File: config.mk
export PLATFORM = sky130hd
export DESIGN_NAME = stage_pipe
export DESIGN_NICKNAME = d
export VERILOG_FILES = /design/src/rtl/opnet_pkg.sv /design/src/rtl/stage_pipe.sv
export VERILOG_INCLUDE_DIRS = /design/src /design/src/rtl
export SDC_FILE = /design/constraint.sdc
export NUM_CORES = 1
export LEC_CHECK = 0
export BUFFER_PORTS_ARGS = -buffer_cell sky130_fd_sc_hd__buf_2
export CAP_MARGIN = 10
export CORE_AREA = 2 2 268 270
export CTS_BUF_LIST = sky130_fd_sc_hd__clkbuf_4
export DETAILED_ROUTE_END_ITERATION = 6
export DIE_AREA = 0 0 270 272
export MAX_ROUTING_LAYER = met4
export PLACE_DENSITY = 0.4
export SYNTH_ARGS = -nofsm -noshare
export SYNTH_HDL_FRONTEND = slang
export SYNTH_SLANG_ARGS = --single-unit
File: constraint.sdc
create_clock -name clk -period 4 [get_ports clk]
set_clock_uncertainty 0.1 [all_clocks]
set_input_delay 0 -clock clk [delete_from_list [all_inputs] [get_ports clk]]
set_output_delay 0 -clock clk [all_outputs]
set_load 0.01 [all_outputs]
File: src/rtl/opnet_defines.svh
`ifndef OPNET_DEFINES_SVH
`define OPNET_DEFINES_SVH

// Register index width
`define OPNET_REG_W 5

// Operand and result width
`define OPNET_DATA_W 32

// Entries per register file
`define OPNET_NREGS 32

`endif
File: src/rtl/opnet_pkg.sv
`default_nettype none

`include "opnet_defines.svh"

package opnet_pkg;

  typedef logic [`OPNET_REG_W-1:0] reg_idx_t;
  typedef logic [`OPNET_DATA_W-1:0] word_t;

  // Decoded control bits that travel with an instruction
  typedef struct packed {
    logic       regw;
    logic       fp_inst;
    logic       mem_write;
    logic       mem_read;
    logic       mem_to_reg;
    logic [1:0] fp_int_cvt;  // [0] int sources in FEX, [1] int destination from FEX
  } ctrl_t;

  typedef struct packed {
    reg_idx_t reg1;
    reg_idx_t reg2;
    reg_idx_t regw;
    ctrl_t    ctrl;
  } issue_t;

  // Tag and value of one stage register
  typedef struct packed {
    logic     valid;
    reg_idx_t regw;
    reg_idx_t reg1;
    reg_idx_t reg2;
    ctrl_t    ctrl;
    word_t    data;
    // Second captured ID operand, only meaningful in ID/EX and ID/FEX
    word_t    op_b;
  } stage_t;

  typedef struct packed {
    word_t op_a;
    word_t op_b;
  } operands_t;

  typedef struct packed {
    logic frwrd_mem_ex_opa;
    logic frwrd_mem_ex_opb;
    logic frwrd_wb_ex_opa;
    logic frwrd_wb_ex_opb;
    logic frwrd_ex_id_opa;
    logic frwrd_wb_fex_opa;
    logic frwrd_wb_fex_opb;
    logic frwrd_fp_wb_ex_opa;
    logic frwrd_fp_wb_ex_opb;
    logic frwrd_int_wb_ex_opa;
    logic frwrd_int_wb_ex_opb;
    logic frwrd_mem_fex_opa;
    logic frwrd_mem_fex_opb;
    logic frwrd_fex_id_opa;
    logic bypass_reg1;
    logic bypass_reg2;
    logic fp_bypass_reg1;
    logic fp_bypass_reg2;
    logic fp_int_bypass_reg1;
    logic fp_int_bypass_reg2;
  } fwd_sel_t;

endpackage

`default_nettype wire

File: src/rtl/stage_pipe.sv
`timescale 1ns/1ps
`default_nettype none

module stage_pipe (
  input  logic                 clk,
  input  logic                 arst_n,
  input  logic                 issue_valid,
  input  opnet_pkg::issue_t    issue,
  input  opnet_pkg::operands_t id_a,
  input  opnet_pkg::operands_t id_b,
  input  opnet_pkg::word_t     ex_result,
  input  opnet_pkg::word_t     mem_data,
  input  opnet_pkg::word_t     fex_result,
  output opnet_pkg::stage_t    id_ex,
  output opnet_pkg::stage_t    id_fex,
  output opnet_pkg::stage_t    ex_mem,
  output opnet_pkg::stage_t    mem_wb,
  output opnet_pkg::stage_t    fex_wb
);

  opnet_pkg::stage_t    issued;
  opnet_pkg::operands_t fex_src;
  logic                 to_fex;

  // Memory ops always take the EX pipe
  assign to_fex  = issue.ctrl.fp_inst & ~issue.ctrl.mem_read & ~issue.ctrl.mem_write;
  assign fex_src = issue.ctrl.fp_int_cvt[0] ? id_a : id_b;

  // id_a is the integer pair, id_b the FP pair
  always_comb begin
    issued      = '0;
    issued.regw = issue.regw;
    issued.reg1 = issue.reg1;
    issued.reg2 = issue.reg2;
    issued.ctrl = issue.ctrl;
    if (to_fex) begin
      issued.data = fex_src.op_a;
      issued.op_b = fex_src.op_b;
    end else begin
      issued.data = id_a.op_a;
      // FP store data comes from the FP file
      issued.op_b = issue.ctrl.fp_inst ? id_b.op_b : id_a.op_b;
    end
    issued.valid = issue_valid;
  end

  always_ff @(posedge clk or negedge arst_n) begin
    if (!arst_n) begin
      id_ex  <= '0;
      id_fex <= '0;
      ex_mem <= '0;
      mem_wb <= '0;
      fex_wb <= '0;
    end else begin
      // Bubble when nothing issues into a pipe
      id_ex  <= (issue_valid && !to_fex) ? issued : '0;
      id_fex <= (issue_valid && to_fex) ? issued : '0;

      ex_mem      <= id_ex;
      ex_mem.data <= id_ex.valid ? ex_result : '0;
      ex_mem.op_b <= '0;

      mem_wb      <= ex_mem;
      mem_wb.data <= ex_mem.ctrl.mem_to_reg ? mem_data : ex_mem.data;

      fex_wb      <= id_fex;
      fex_wb.data <= id_fex.valid ? fex_result : '0;
      fex_wb.op_b <= '0;
    end
  end

endmodule

`default_nettype wire

==> reports/metrics.csv, run 1 <==
stage;metric;value;unit
yosys;syn-cell-area;12300;sq um
place;port_buffers;587;
clock_network;cts_setup_buffers;0;
floorplan;rows;98;
yosys;avgSynthCellArea;14.4;sq um
place;post-dp-hpwl;30.1;mm
place;place_congestion;0.878;
run_status;status;aborted with a tool error;
floorplan;num_io_pins;684;
clock_network;cts_made_buffers;94;
clock_network;cts_hold_buf;506;
clock_network;cts-root-buf;clkbuf_4;
place;post-place-cells;2350;
run_status;lastStage;clock tree synthesis (4_1_cts);
place;pre_cts_ws;1850;ps
yosys;seq_area_frac_synth;0.690;
yosys;yosysWarnings;0;
floorplan;die_h;272;microns
floorplan;die_w;270;microns
clock_network;clkSinkCount;339;
yosys;ys_ff_latch;339;
run_status;firstError;[ERROR RSZ-0060] Max buffer count reached.;
yosys;synthCells;853;
clock_network;h-tree-depth;3;
clock_network;clockBufferDepth;3;
clock_network;cts.repair.resized;0;
yosys;yosysUniqueCellTypes;17;
floorplan;start_util;0.174;
==> per-stage QoR <==
step	cell area, sq um	utilization
after floorplan	12700	-
after global placement	16000	0.225
after detailed placement	16000	0.225
==> logic make-up after synthesis <==
kind of cell,share of synthesized area
AND/OR/NAND/NOR,0.122
buffers and inverters,0.0793
multiplexers,0.108
flip-flops,0.690
other,0.000305
==> cells in the mapped netlist, drive strengths merged <==
master / number / area, sq um
nor3b: 33 / 259
inv: 2 / 7.51
buf: 122 / 873
mux2i: 96 / 961
nand4bb: 1 / 11.3
and3: 19 / 119
dfrtp: 339 / 8480
conb: 1 / 3.75
mux2: 32 / 360
nor2b: 1 / 6.26
and3b: 52 / 455
clkbuf: 25 / 93.8
nor2: 64 / 240
and2: 66 / 413
==> inputs of run 2 (changes only) <==
--- a/config.mk
+++ b/config.mk
@@ -8,12 +8,10 @@
 export LEC_CHECK = 0
 export BUFFER_PORTS_ARGS = -buffer_cell sky130_fd_sc_hd__buf_2
 export CAP_MARGIN = 10
-export CORE_AREA = 2 2 268 270
-export CTS_BUF_LIST = sky130_fd_sc_hd__clkbuf_4
+export CORE_AREA = 2 2 266 268
 export DETAILED_ROUTE_END_ITERATION = 6
-export DIE_AREA = 0 0 270 272
-export MAX_ROUTING_LAYER = met4
-export PLACE_DENSITY = 0.4
+export DIE_AREA = 0 0 268 270
+export PLACE_DENSITY_LB_ADDON = 0.15
 export SYNTH_ARGS = -nofsm -noshare
 export SYNTH_HDL_FRONTEND = slang
 export SYNTH_SLANG_ARGS = --single-unit
==> run 2 against run 1 <==
The flow now finishes without violations. Synthesized cell count did not move. Synthesized area stayed put.
==> reports/metrics.csv, run 2 <==
stage;metric;value;unit;change
detailed_routing;first_pass_iters;4;;
worst_setup_path;crit_arrival;2010;ps;
sta;clock.fmax;0.474;GHz;
clock_network;h-tree-depth;2;;-1
sta;finalHoldViolCount;0;;
power;peakVddDrop;0.227;mV;
hold_path;min-delay-start;issue[5];;
detailed_routing;route.vias.total;9616;;
sta;holdWs;33.9;ps;
worst_setup_path;r2r_end;mem_wb[59]$_DFF_PN0_;;
clock_network;cts_tree;yes;;
clock_network;clockBufferDepth;3;;unchanged
floorplan;die_w;268;microns;-0.74%
cells_and_area;layout.nets;2015;;
worst_setup_path;rrSetupSlack;2130;ps;
yosys;synthTopCellsByArea;dfrtp_1 (69%), mux2i_1 (7.8%), buf_4 (6.4%);;
run;maxCapViolations;0;;
sta;slew-limit-headroom;0.405;;
detailed_routing;totalWireLength;45.5;mm;
worst_setup_path;path_cells;buf_4 > buf_2;;
worst_setup_path;cp_max_fo;18;;
floorplan;fp.dieArea;72400;sq um;
worst_setup_path;slowest_stage;dfrtp_1;;
yosys;synth.cells.most_frequent;dfrtp_1 (339), buf_4 (105), mux2i_1 (96), and2_1 (66), nor2_1 (64);;
floorplan;core-area;69500;sq um;
yosys;syn-cell-area;12300;sq um;unchanged
place;place_congestion;0.747;;-15%
yosys;async_reset_ff_frac;1.00;;unchanged
detailed_routing;drc_errors;0;;
worst_setup_path;reg2reg_depth;2;;
clock_network;clkSinkCount;339;;unchanged
sta;rsz0062_at_grt;no;;
cells_and_area;top_regs;id_ex (87), id_fex (87);;
hold_path;min-delay-path-class;in -> reg;;
clock_network;cts_made_buffers;42;;-55%
yosys;synth_edf_count;0;;unchanged
place;post-dp-hpwl;31.3;mm;+4.3%
hold_path;hold_depth;3;;
worst_setup_path;cp_slowest_stage_delay;860;ps;
cells_and_area;area_delta_synth_final;67.2;%;
clock_network;insertion_delay;550;ps;
floorplan;num_io_pins;684;;unchanged
clock_network;path_clk_slew;50;ps;
clock_network;cts.repair.resized;0;;unchanged
yosys;synth_top_area_frac;0.690;;unchanged
power;power.density;412;nW/um^2;
global_routing;grt_util_all_layers;0.121;;
detailed_routing;vias_per_cell;3.51;;
worst_setup_path;worst_ep_required_time;3900;ps;
cells_and_area;final_common_cell;buf_2;;
worst_setup_path;r2r-start;ex_mem[66]$_DFF_PN0_;;
run_status;status;completed;;
floorplan;die_h;270;microns;-0.74%
cells_and_area;post-route-cell-area;20500;sq um;
global_routing;grt_pass1_wl;66.4;mm;
yosys;seq_area_frac_synth;0.690;;unchanged
hold_path;min_to;id_fex[8]$_DFF_PN0_;;
yosys;synth_area_leader_cell;dfrtp_1;;
global_routing;antenna_found_initial;2;;
yosys;synthCells;853;;unchanged
sta;timing.final.crit_share;0.528;;
yosys;avgSynthCellArea;14.4;sq um;unchanged
detailed_routing;drtIter0Drc;345;;
global_routing;grt_pass1_vias;10600;;
place;placed_cell_area;16000;sq um;about the same
global_routing;grt-ovfl-total;0;;
floorplan;rows;97;;-1.0%
floorplan;start_util;0.177;;+0.00302
clock_network;cts_setup_buffers;0;;unchanged
place;port_buffers;587;;unchanged
sta;worst_pin_slew;892;ps;
cells_and_area;drive_above_1_share;0.385;;
power;leakagePower;0.0112;uW;
yosys;ys_ff_latch;339;;unchanged
global_routing;grt_max_degree;92;;
power;p_total;8460;uW;
sta;setup_viol;0;;
worst_setup_path;start_kind;flop;;
yosys;ys.flop_type;dfrtp_1;;
cells_and_area;final_cell_mix;buf_2 (584), dfrtp_1 (339), dlygate4sd3_1 (319);;
yosys;yosysUniqueCellTypes;17;;unchanged
worst_setup_path;end_kind;output port;;
yosys;yosysWarnings;0;;unchanged
sta;finalMaxSlewViolations;0;;
clock_network;cts-root-buf;clkbuf_16;;
detailed_routing;drtAntennaViolNets;0;;
worst_setup_path;path_class;reg -> out;;
sta;fin_crit;2110;ps;
yosys;synthMostInstantiatedCell;dfrtp_1;;
detailed_routing;routedWlPerCell;16.6;microns;
sta;fin_setup_tns;0;ps;
==> run 2: cell counts after synthesis <==
No cell type changed its count.
==> run 2: power by group <==
part	switching (uW)	leakage (uW)	internal (uW)	total, uW
Clock	1480	0.000669	2300	3780
Sequential	62.2	0.00451	3580	3640
Combinational	506	0.00597	534	1040
==> run 2: cell type report <==
type	count	area, sq um
Multi-Input combinational cell	462	3210
Inverter	2	7.51
Clock inverter	9	143
Sequential cell	339	8480
Clock buffer	64	1220
Tap cell	940	1180
Fill cell	7316	49000
Antenna cell	1	2.50
Timing Repair Buffer	919	6300
==> run 2: kinds of logic (layout without fill, tap and decap cells) <==
| logic type | Yosys count | in the layout | synth area share |
|---|---|---|---|
| buffers and inverters | 149 | 994 | 0.0793 |
| DFF | 339 | 339 | 0.690 |
| muxes | 128 | 128 | 0.108 |
| other | 1 | 99 | 0.000305 |
| and+or+nand+nor | 236 | 236 | 0.122 |
==> run 2: metrics by stage <==
| stage | setup slack, ps | instances | utilization |
|---|---|---|---|
| finish | 1890 | 2736 | 0.295 |
| global route | 1750 | 2736 | 0.295 |
| CTS | 1790 | 2735 | 0.295 |
| detailed placement | 1910 | 2342 | 0.229 |
| global placement | 1940 | 2342 | 0.229 |
| floorplan | 2650 | 950 | - |
==> run 2: timing repair <==
action	in CTS	in global routing
hold buffers	320	0
endpoints found under the hold margin	372	0
setup endpoints to repair	0	0
==> run 2: worst max path at each step <==
stage          cells past startpoint                 start  slack [ps]              endpoint
2_1_floorplan                      3  ex_mem[66]$_DFF_PN0_        2650  mem_wb[33]$_DFF_PN0_
3_3_place_gp                       4           issue_valid        1940  id_fex[47]$_DFF_PN0_
3_5_place_dp                       4           issue_valid        1910  id_fex[53]$_DFF_PN0_
4_1_cts                            2  ex_mem[66]$_DFF_PN0_        1790            ex_mem[66]
5_1_grt                            2  ex_mem[66]$_DFF_PN0_        1750            ex_mem[66]
6_report                           2  ex_mem[66]$_DFF_PN0_        1890            ex_mem[66]
==> run 2: critical path, delay by kind of cell, from the launching register on <==
family | cells | cell delay [ps]
buffers and inverters | 2 | 570
flip-flops | 1 | 860
==> run 2: routing by layer <==
metal | share of wire | global-route usage
met5 | 0 | 0
met4 | 0.023 | 0.0326
met3 | 0.088 | 0.0406
met2 | 0.52 | 0.222
met1 | 0.37 | 0.131
Power figures use the tool's default switching activity.
==> inputs of run 3 (changes only) <==
--- a/config.mk
+++ b/config.mk
@@ -6,6 +6,7 @@
 export SDC_FILE = /design/constraint.sdc
 export NUM_CORES = 1
 export LEC_CHECK = 0
+export ABC_AREA = 1
 export BUFFER_PORTS_ARGS = -buffer_cell sky130_fd_sc_hd__buf_2
 export CAP_MARGIN = 10
 export CORE_AREA = 2 2 266 268
==> constraint.sdc (replaced) <==
create_clock -name clk -period 2.05 [get_ports clk]
set_clock_uncertainty 0.1 [all_clocks]
set_input_delay 0 -clock clk [delete_from_list [all_inputs] [get_ports clk]]
set_output_delay 0 -clock clk [all_outputs]
set_load 0.01 [all_outputs]
==> run 3 against run 2 <==
Non-clock buffer count up 14. Cell count is 22% higher. Critical path depth increased by 5. Sequential power rose by 95%. Clock power grew 130%. Clock-buffer cell count shrank 7. Hold slack better by 37 ps. Global-route usage grew 0.88 points. Flip-flop and latch count is the same. Largest cell class unchanged.
==> reports/metrics.csv, run 3 <==
stage;metric;value;unit;change
yosys;synth_xor_area_frac;0;;unchanged
yosys;synth_edf_count;0;;unchanged
detailed_routing;routedWlPerCell;14.5;microns;-13%
cells_and_area;area_delta_synth_final;67.3;%;about the same
hold_path;hold_depth;4;;+1
worst_setup_path;end_kind;flop;;
yosys;yosysWarnings;0;;unchanged
clock_network;cts-root-buf;clkbuf_16;;
detailed_routing;first_pass_iters;4;;unchanged
cells_and_area;top_regs;id_ex (87), id_fex (87);;
cells_and_area;final_cell_mix;buf_2 (585), nor2_1 (359), inv_1 (340);;
global_routing;antenna_found_initial;1;;-1
power;pwr-share-clk;0.489;;+0.042
floorplan;fp.dieArea;72400;sq um;unchanged
floorplan;rows;97;;unchanged
yosys;synth_fa_ha_area_frac;0;;unchanged
power;leakagePower;0.0132;uW;+18%
sta;setup_viol;0;;unchanged
sta;finalMaxSlewViolations;0;;unchanged
yosys;synthCells;1423;;+67%
yosys;yosys.area_share.simple;0.161;;+0.0384
clock_network;cts_made_buffers;44;;+4.8%
cells_and_area;layout.nets;2600;;+29%
worst_setup_path;cp_slowest_stage_delay;570;ps;-290 ps
worst_setup_path;slowest_stage;dlygate4sd3_1;;
sta;holdWs;70.4;ps;+36.6 ps
power;p_total;18100;uW;+110%
yosys;synth_top_family_by_area;buffers and inverters;;
worst_setup_path;start_kind;input pin;;
sta;fin_crit;1940;ps;
sta;worst_pin_slew;657;ps;-235 ps
power;switching_share;0.245;;+0.00198
power;pwr-share-comb;0.119;;-0.004
sta;rsz0062_at_grt;no;;
clock_network;cts_tree;yes;;
clock_network;insertion_delay;570;ps;+20 ps
global_routing;grt_util_all_layers;0.130;;+0.00883
yosys;synth.cells.most_frequent;nor2_1 (359), inv_1 (340), dfrtp_1 (339), nand2_1 (195), buf_4 (98);;
detailed_routing;route.vias.total;11600;;+21%
yosys;muxShareOfSynthArea;0;;-0.108
clock_network;h-tree-depth;2;;unchanged
yosys;synth_top_area_frac;0.652;;-0.0380
detailed_routing;totalWireLength;48.1;mm;+5.9%
floorplan;start_util;0.187;;+0.0103
detailed_routing;drc_errors;0;;unchanged
global_routing;grt-ovfl-total;0;;unchanged
cells_and_area;fillCellCount;7410;;+1.3%
power;p_sw;4420;uW;+120%
clock_network;clkSinkCount;339;;unchanged
yosys;seq_area_frac_synth;0.652;;-0.0380
place;port_buffers;587;;unchanged
yosys;ys.flop_type;dfrtp_1;;
power;peakVddDrop;0.574;mV;+150%
yosys;synthMostInstantiatedCell;nor2_1;;
hold_path;min-delay-path-class;in -> reg;;
worst_setup_path;timing.critical_path.buf_inv;4;;+2
sta;timing.final.crit_share;0.947;;
clock_network;clockBufferDepth;3;;unchanged
sta;setup_ws;108;ps;-1780 ps
worst_setup_path;crit_arrival;2290;ps;+280 ps
worst_setup_path;r2r_end;mem_wb[47]$_DFF_PN0_;;
run_status;status;completed;;
global_routing;grt_pass1_vias;12100;;+14%
detailed_routing;drtAntennaViolNets;0;;unchanged
yosys;syn-cell-area;13000;sq um;+5.8%
worst_setup_path;reg2reg_depth;2;;unchanged
hold_path;min-delay-start;fex_result[7];;
run;maxCapViolations;0;;unchanged
global_routing;grt_pass1_wl;71.6;mm;+7.9%
worst_setup_path;path_class;in -> reg;;
yosys;synthTopCellsByArea;dfrtp_1 (65%), nor2_1 (10%), inv_1 (9.8%);;
worst_setup_path;worst_ep_required_time;2400;ps;-1500 ps
sta;slew-limit-headroom;0.562;;+0.157
hold_path;min_to;fex_wb[39]$_DFF_PN0_;;
power;power.density;830;nW/um^2;+100%
power;p_seq_frac;0.392;;-0.038
place;pre_cts_ws;669;ps;-1240 ps
yosys;async_reset_ff_frac;1.00;;unchanged
detailed_routing;drtIter0Drc;490;;+42%
sta;clock.fmax;0.515;GHz;
yosys;avgSynthCellArea;9.14;sq um;-37%
yosys;synth_compound_area_frac;0.0123;;+0.0123
floorplan;num_io_pins;684;;unchanged
clock_network;path_clk_slew;60;ps;about the same
detailed_routing;vias_per_cell;3.50;;-0.52%
worst_setup_path;r2r-start;ex_mem[66]$_DFF_PN0_;;
global_routing;grt_max_degree;70;;-24%
yosys;synth_area_leader_cell;dfrtp_1;;
floorplan;die_w;268;microns;unchanged
place;post-dp-hpwl;34.5;mm;+10%
cells_and_area;drive_above_1_share;0.287;;-0.0976
worst_setup_path;path_cells;dlygate4sd3_1 > buf_6 > nor2_1 > dlygate4sd3_1 > nor2_1 > dlygate4sd3_1 > nor2_1;;
worst_setup_path;cpLargestDelayFamily;buffers and inverters;;
yosys;yosysUniqueCellTypes;13;;-4
clock_network;cts_setup_buffers;0;;unchanged
worst_setup_path;rrSetupSlack;700;ps;-1430 ps
floorplan;die_h;270;microns;unchanged
place;place_congestion;0.754;;+0.91%
power;internal-power;13600;uW;+110%
floorplan;core-area;69500;sq um;unchanged
yosys;ys_ff_latch;339;;unchanged
sta;fin_setup_tns;0;ps;unchanged
cells_and_area;final_common_cell;buf_2;;
worst_setup_path;cp_max_fo;45;;+27
sta;finalHoldViolCount;0;;unchanged
## run 3: cell count changes in the layout (fill, tap and decap cells not counted), moves of 19 or more
cell	change
nand2_1	+194
mux2_2	-30
inv_1	+338
and3_1	-19
and2_1	-66
o21ai_0	+32
nor2_1	+295
and3b_1	-52
nor3b_1	-32
mux2i_1	-96
## run 3: worst max path at each step
stage | startpoint | to | slack [ps] | cells past startpoint
2_1_floorplan | ex_mem[66]$_DFF_PN0_ | mem_wb[55]$_DFF_PN0_ | 910 | 4
3_3_place_gp | issue[0] | id_fex[33]$_DFF_PN0_ | 660 | 5
3_5_place_dp | issue[0] | id_fex[33]$_DFF_PN0_ | 670 | 5
4_1_cts | issue[0] | id_fex[45]$_DFF_PN0_ | 80 | 7
5_1_grt | issue[0] | id_fex[25]$_DFF_PN0_ | 20 | 8
6_report | issue[0] | id_fex[45]$_DFF_PN0_ | 110 | 7
## run 3: cell type report
class                           instances  area, sq um  area share
Antenna cell                            1         2.50    0.000115
Clock buffer                           57         1240      0.0571
Clock inverter                         22          410      0.0189
Inverter                              347         1300      0.0599
Multi-Input combinational cell        686         2630       0.121
Sequential cell                       339         8480       0.390
Tap cell                              940         1180      0.0541
Timing Repair Buffer                  933         6510       0.299
## run 3: cell families (layout without fill, tap and decap cells)
logic type	count (synthesis)	in the layout
other	1	99
AND/OR/NAND/NOR	556	556
flip-flops	339	339
buffers and inverters	495	1359
AO/OA/AOI/OAI	32	32
## run 3: timing repair
item / CTS / global route
endpoints found under the hold margin: 604 / 0
endpoints found under the setup margin: 0 / 18
hold buffers: 323 / 0
gates resized for setup: 0 / 1
## run 3: through the flow
step	cell area [sq um]	utilization	std cells
3_5_place_dp	16900	0.242	2922
6_report	21800	0.313	3325
2_1_floorplan	13400	-	1520
3_3_place_gp	16900	0.242	2922
4_1_cts	21700	0.313	3324
5_1_grt	21800	0.313	3325
## run 3: worst min-delay path, cell delays in order
cell and delay [ps]:
dlygate4sd3_1 510, buf_2 90, nand2_1 50, inv_1 50
## run 3: routing by layer
metal | up-vias | wire length [microns] | GRT usage
met2 | 481 | 23900 | 0.232
met1 | 5452 | 18700 | 0.145
met4 | 0 | 1140 | 0.0360
li1 | 5625 | - | -
met5 | - | 0 | 0
met3 | 67 | 4420 | 0.0433
## run 3: power groups by stage
stage | clock [uW] | combinational, uW | sequential, uW
finish | 8830 | 2160 | 7080
CTS | 9150 | 2200 | 7080
detailed placement | 0 | 1670 | 7200
global route | 9420 | 2410 | 7110
global placement | 0 | 1670 | 7200
floorplan | 0 | 675 | 7340
